$ cat config.mk
export PLATFORM = sky130hd
export DESIGN_NAME = lim_funct_cell
export DESIGN_NICKNAME = d
export VERILOG_FILES = /design/src/lim_pkg.sv /design/src/lim_funct_cell.sv
export VERILOG_INCLUDE_DIRS = /design/src /design/src/include
export SDC_FILE = /design/constraint.sdc
export NUM_CORES = 1
export LEC_CHECK = 0
export BUFFER_PORTS_ARGS = -buffer_cell sky130_fd_sc_hd__buf_2
export CORE_MARGIN = 4
export CORE_UTILIZATION = 25
export CTS_BUF_LIST = sky130_fd_sc_hd__clkbuf_8
export DETAILED_ROUTE_END_ITERATION = 16
export PLACE_DENSITY = 0.57
export SKIP_CTS_REPAIR_TIMING = 1
export SLEW_MARGIN = 20
export SYNTH_ARGS = -nofsm -noshare
export SYNTH_HDL_FRONTEND = slang
export SYNTH_SLANG_ARGS = --single-unit
$ cat constraint.sdc
create_clock -name clk_i -period 2.2 [get_ports clk_i]
set_input_delay 0.11 -clock clk_i [delete_from_list [all_inputs] [get_ports clk_i]]
set_output_delay 0.11 -clock clk_i [all_outputs]
set_load 0.01 [all_outputs]
$ cat src/include/lim_settings.svh
// sizes and special addresses of the logic-in-memory RAM, included by the package and RTL
`ifndef LIM_SETTINGS_SVH
`define LIM_SETTINGS_SVH

// ====================
// memory geometry
// ====================
`define LIM_ADDR_W 12                       // byte address, both ports
`define LIM_BYTES (1 << `LIM_ADDR_W)        // 4 KiB
`define LIM_INSTR_W 32                      // port A read width

// ====================
// logic-in-memory
// ====================
// last word of memory programs the function cell
`define LIM_FUNCT_ADDR (`LIM_BYTES - 4)
`define LIM_MAXMIN_ITER 32                  // one step per data bit

`endif
$ cat src/lim_pkg.sv
// shared opcode enum and request/config structs of the logic-in-memory RAM
`default_nettype none

`include "lim_settings.svh"

package lim_pkg;

    // function cell opcodes, low byte of the cell
    typedef enum logic [7:0] {
        FUNCT_NONE = 8'd0,  // plain access
        FUNCT_AND  = 8'd1,
        FUNCT_OR   = 8'd2,
        FUNCT_XOR  = 8'd3,
        FUNCT_NAND = 8'd4,
        FUNCT_NOR  = 8'd5,
        FUNCT_XNOR = 8'd6,
        FUNCT_MAX  = 8'd7,
        FUNCT_MIN  = 8'd8
    } lim_funct_e;

    // port B request
    typedef struct packed {
        logic                   en;
        logic                   we;     // 1 store, 0 load
        logic [`LIM_ADDR_W-1:0] addr;
        logic [31:0]            wdata;  // also the mask of bitwise ops
        logic [3:0]             be;
    } lim_req_t;

    // function cell content
    typedef struct packed {
        logic [23:0] asize;             // range size in words
        lim_funct_e  opcode;
    } lim_cfg_t;

    // port A request, read only
    typedef struct packed {
        logic                   en;
        logic [`LIM_ADDR_W-1:0] addr;
    } lim_instr_req_t;

endpackage

`default_nettype wire

$ cat src/lim_funct_cell.sv
// function cell register, programmed by a store to the cell address, plus range decode
`timescale 1ns/1ns
`default_nettype none

`include "lim_settings.svh"

module lim_funct_cell (
    input  logic                   clk_i,
    input  logic                   rst_ni,
    input  lim_pkg::lim_req_t      req_i,
    output lim_pkg::lim_cfg_t      cfg_o,
    output logic                   funct_hit_o,
    output logic                   range_active_o,
    output logic [`LIM_ADDR_W-1:0] range_end_o
);
    import lim_pkg::*;

    localparam logic [`LIM_ADDR_W-1:0] FUNCT_ADDR = `LIM_ADDR_W'(`LIM_FUNCT_ADDR);

    lim_cfg_t               cfg_q;
    logic [`LIM_ADDR_W-1:0] addr_w;     // word aligned address

    assign addr_w      = {req_i.addr[`LIM_ADDR_W-1:2], 2'b00};
    assign funct_hit_o = req_i.en && (addr_w == FUNCT_ADDR);

    always_ff @(posedge clk_i or negedge rst_ni) begin
        if (!rst_ni) begin
            cfg_q <= '{asize: 24'd0, opcode: FUNCT_NONE};
        end else if (funct_hit_o && req_i.we) begin
            cfg_q <= lim_cfg_t'(req_i.wdata);
        end
    end

    // programming access itself behaves as a plain access
    always_comb begin
        cfg_o        = cfg_q;
        cfg_o.opcode = funct_hit_o ? FUNCT_NONE : cfg_q.opcode;
    end

    // ====================
    // range decode
    // ====================
    assign range_active_o = req_i.en && (cfg_q.asize > 24'd1) && !funct_hit_o;
    assign range_end_o    = addr_w + {cfg_q.asize[`LIM_ADDR_W-3:0], 2'b00}; // size in bytes

endmodule

`default_nettype wire

== Word-level counts from Yosys, hierarchy flattened ==
Index checks and enable logic that the tools add are counted.

* Order comparisons: 1
* Reductions and logical operators: 5
* Muxes and demuxes: 1
* $add $sub $neg: 1
* Eq/ne operators: 1

{| class="wikitable"
|+ Operators by type and width
! cell !! number
|-
| $gt A24 B1 Y1 const B || 1
|-
| $add A12 B12 Y12 || 1
|-
| $eq A10 B10 Y1 const B || 1
|-
| $mux W8 || 1
|-
| $logic_and A1 B1 Y1 || 4
|-
| $logic_not A1 Y1 || 1
|}

* Logic and storage cells: 11
* Flip-flop bits (word level): 32
* Bits of input ports: 52
* Output and inout port bits: 46

== Logic depth before layout (Yosys ltp) ==
* Depth in word-level cells: 4
* Gate-level depth with buffers: 6
* Mapped depth without buffers: 6

== Worst setup path before layout ==
No wires, ideal clock.

* Kind: register to output
* Start point: register cfg_q, in the netlist cfg_o[8]
* End point: output port range_end_o[10]
* Buffers on the path: 0
* Setup slack: 0.413 ns
* Data required time: 2.090 ns
* Stages on the path, launching flop included: 7
* Arrival time: 1.677 ns
* Cell sequence: dfrtp_1 ha_1 fa_1 a21oi_1 o2111ai_1 a31oi_1 xnor2_1

* Word-level cells in the longest chain between the ends: 1

{| class="wikitable"
|+ RTL lines
! element !! line !! RTL
|-
| start: declaration || lim_funct_cell.sv:20 || <nowiki>lim_cfg_t cfg_q;</nowiki>
|-
| start signal: assignment || lim_funct_cell.sv:28 || <nowiki>cfg_q <= '{asize: 24'd0, opcode: FUNCT_NONE};</nowiki>
|-
| start signal: assignment || lim_funct_cell.sv:30 || <nowiki>cfg_q <= lim_cfg_t'(req_i.wdata);</nowiki>
|-
| $add A12 B12 Y12 || lim_funct_cell.sv:44 || <nowiki>assign range_end_o = addr_w + {cfg_q.asize[`LIM_ADDR_W-3:0], 2'b00};</nowiki>
|-
| end: declaration || lim_funct_cell.sv:14 || <nowiki>output logic [`LIM_ADDR_W-1:0] range_end_o</nowiki>
|}

Every way passes these cells.

== Worst setup path in the final report ==
Ends and elaborated chain as after synthesis.

==> results.toml <==
[cells_and_area]
ff_latch_area_um2 = 802
n_antenna_cell = 0
nFillCells = 798
nNetsFinal = 305
multi_input_area_um2 = 996
area_growth_pct = 28.7
final_layout_size_suffix_gt1_frac = 0.508

[setup_path]
worstPathMaxFanout = 3
crit_arrival_ps = 2130
reg2reg_from = "cfg_o[8]"
path_class = "flip-flop to output pin"
crit_start = "cfg_o[8]"
crit_required_ps = 2090
reg2reg_slack_ps = 1260
crit_path_top_delay_cell = "fa_2"
end_kind = "output pin"
cp_top_family = "adder cells"
cp_num_buf_inv = 1
max_stage_delay_ps = 420
worstPathCellList = "ha_4, fa_2, a21oi_4, o2111ai_2, a31oi_2, xnor2_1, buf_2"
startpoint_type = "flip-flop"

[pwr]
clockPowerShare = 0.429
power_uw = 1290
peakVddDrop_mv = 0.217
swShare = 0.230
power_leakage_uw = 0.00143
comb_power_share = 0.108
power.density_nw_per_um2 = 505
switchingPower_uw = 296
pwr-share-seq = 0.464
intPower_uw = 991

[logic_synthesis]
synth_top_area_frac = 0.404
yosysWarnings = 0
synth_seq_area_share = 0.404
syn_area_per_cell_um2 = 11.7
synth_seq_cells = 32
synthArstFlopShare = 1.00
synth_area_leaders = "dfrtp_1, mux2_1, buf_4, ha_1, nor2b_1"
synth_ff_type = "dfrtp_1"
synthCells = 169
synth-edff-count = 0
synth_top_area_cell = "dfrtp_1"
ys_types = 36
syn_area_um2 = 1980

[min_path]
min_path_type = "input pin to flip-flop"
hold_path.startpoint = "req_i[4]"

[grt]
antenna_found_initial = 0
grt_pass1_vias = 1456
grt_use_total = 0.0995
grt_remaining_overflow = 0
grt_pass1_wl_um = 7520
grt_max_degree = 33

[sta]
whs_ps = 38.3
finalCriticalPeriod_ps = 2240
setup_ws_ps = -38.3
slew_headroom = 0.513
worstMarginPinSlew_ps = 731
post-route-period-util = 1.02
rsz0062_at_grt = "yes"
hold_violations = 0
fin_skew_ps = 0
fmax_mhz = 447
slew_violations = 0
setup_viol = 2

[clocking]
cts_root_buffer = "clkbuf_8"
clk_pin_slew_worst_paths_ps = 70
cts_tree = "yes"
numCtsBuffers = 5
cts_sinks = 32
cts_max_level = 2
cts_buffer_depth = 2
insertion_delay_ps = 280

[routing]
wl_per_cell_um = 14.0
ant_nets = 0
avgViaCountPerCell = 4.28
routed_wl_um = 4840
dr.first_iter.drc_count = 28
vias = 1480
post-route-drc-count = 0
firstDrtPassIters = 4

[placed_design]
dp_hpwl_um = 3870
port_buffers = 89
place.gp.congestion = 0.816

[floorplanning]
start_util = 0.256
die_w_um = 97.0
ios = 98
fp.dieH_um = 97.0
rows = 32
die-area_um2 = 9410
core_um2 = 7730

[job]
max_cap_violations = 0

[outcome]
violations = "setup timing"
status = "finished with violations"
[Yosys cell counts (3+ instances only)]
cell,count
buf_6,3
a21oi_1,5
nand3_1,4
buf_4,27
xnor2_1,5
xor2_1,3
nand2_1,3
nor2b_1,8
nor3_2,3
mux2_1,30
nor4_1,5
ha_1,9
nor2_1,3
dfrtp_1,32
[logic make-up after synthesis]
group / after synthesis / share of synthesized area
xor gates and xnor gates: 8 / 0.0354
buffers and inverters: 33 / 0.125
AOI/OAI and AO/OA: 16 / 0.0663
other: 1 / 0.00189
and+or+nand+nor: 37 / 0.118
DFF: 32 / 0.404
adders and majority gates: 10 / 0.0670
muxes: 32 / 0.182
[flip-flops by register name, summed over array words and instances, names as in the netlist]
register	cells
cfg_o	24
cfg_q	8
[layer usage]
metal / vias to the layer above / global-route usage / routed length, um
met5: - / 0 / 0
met4: 0 / 0.0194 / 38
met3: 7 / 0.0476 / 397
met2: 54 / 0.159 / 2330
met1: 697 / 0.123 / 2080
li1: 722 / - / -
[layout make-up]
cell class                      instances  share of cell area
Clock inverter                          3              0.0152
Multi-Input combinational cell        105               0.391
Sequential cell                        32               0.315
Tap cell                              102              0.0501
Inverter                                2             0.00295
Timing Repair Buffer                   97               0.199
Clock buffer                            5              0.0270
[worst paths after layout]
path / to / cells after the start
setup / recovery: range_end_o[10] / 7
hold / removal: cfg_q[0] / 2
setup reg to reg: cfg_o[8] / 2
hold reg to reg: cfg_q[1] / 1
max in group asynchronous: cfg_o[9] / 2
min in group asynchronous: cfg_q[1] / 2
[layout by cell type (no fill, tap or decap), types with 2 or more instances in the layout]
| cell | Yosys | final |
|---|---|---|
| ha_2 | 0 | 3 |
| buf_2 | 0 | 89 |
| nand4_1 | 2 | 2 |
| nor2b_1 | 8 | 8 |
| clkbuf_8 | 0 | 5 |
| o211ai_1 | 2 | 2 |
| dfrtp_1 | 32 | 31 |
| inv_1 | 2 | 3 |
| and3_4 | 2 | 2 |
| nor3_2 | 3 | 3 |
| nor3_1 | 2 | 2 |
| a21o_1 | 2 | 2 |
| ha_1 | 9 | 4 |
| mux2_1 | 30 | 30 |
| and2_2 | 1 | 2 |
| ha_4 | 0 | 2 |
| nand2_1 | 3 | 3 |
| xor2_1 | 3 | 3 |
| conb_1 | 1 | 2 |
| nand3_1 | 4 | 4 |
| nor4_1 | 5 | 5 |
| a21oi_1 | 5 | 4 |
| mux2_2 | 2 | 2 |
| xnor2_1 | 5 | 5 |
| nor2_1 | 3 | 3 |
| buf_4 | 27 | 7 |
[power groups by stage]
stage	registers (uW)	logic, uW	clock network, uW
detailed placement	608	134	0
floorplan	607	62.9	0
finish	597	139	552
CTS	596	135	582
global route	597	155	610
global placement	608	133	0
[metrics by stage]
step                std cells  cell area, um2  setup slack [ps]   util  TNS [ps]
floorplan                 170            1980               413      -         0
global placement          333            2340               140  0.303         0
detailed placement        333            2340               119  0.303         0
CTS                       341            2450              -219  0.317      -361
global route              346            2550              -125  0.330      -340
finish                    346            2550             -38.3  0.330     -74.3
Power figures use the tool's default switching activity.
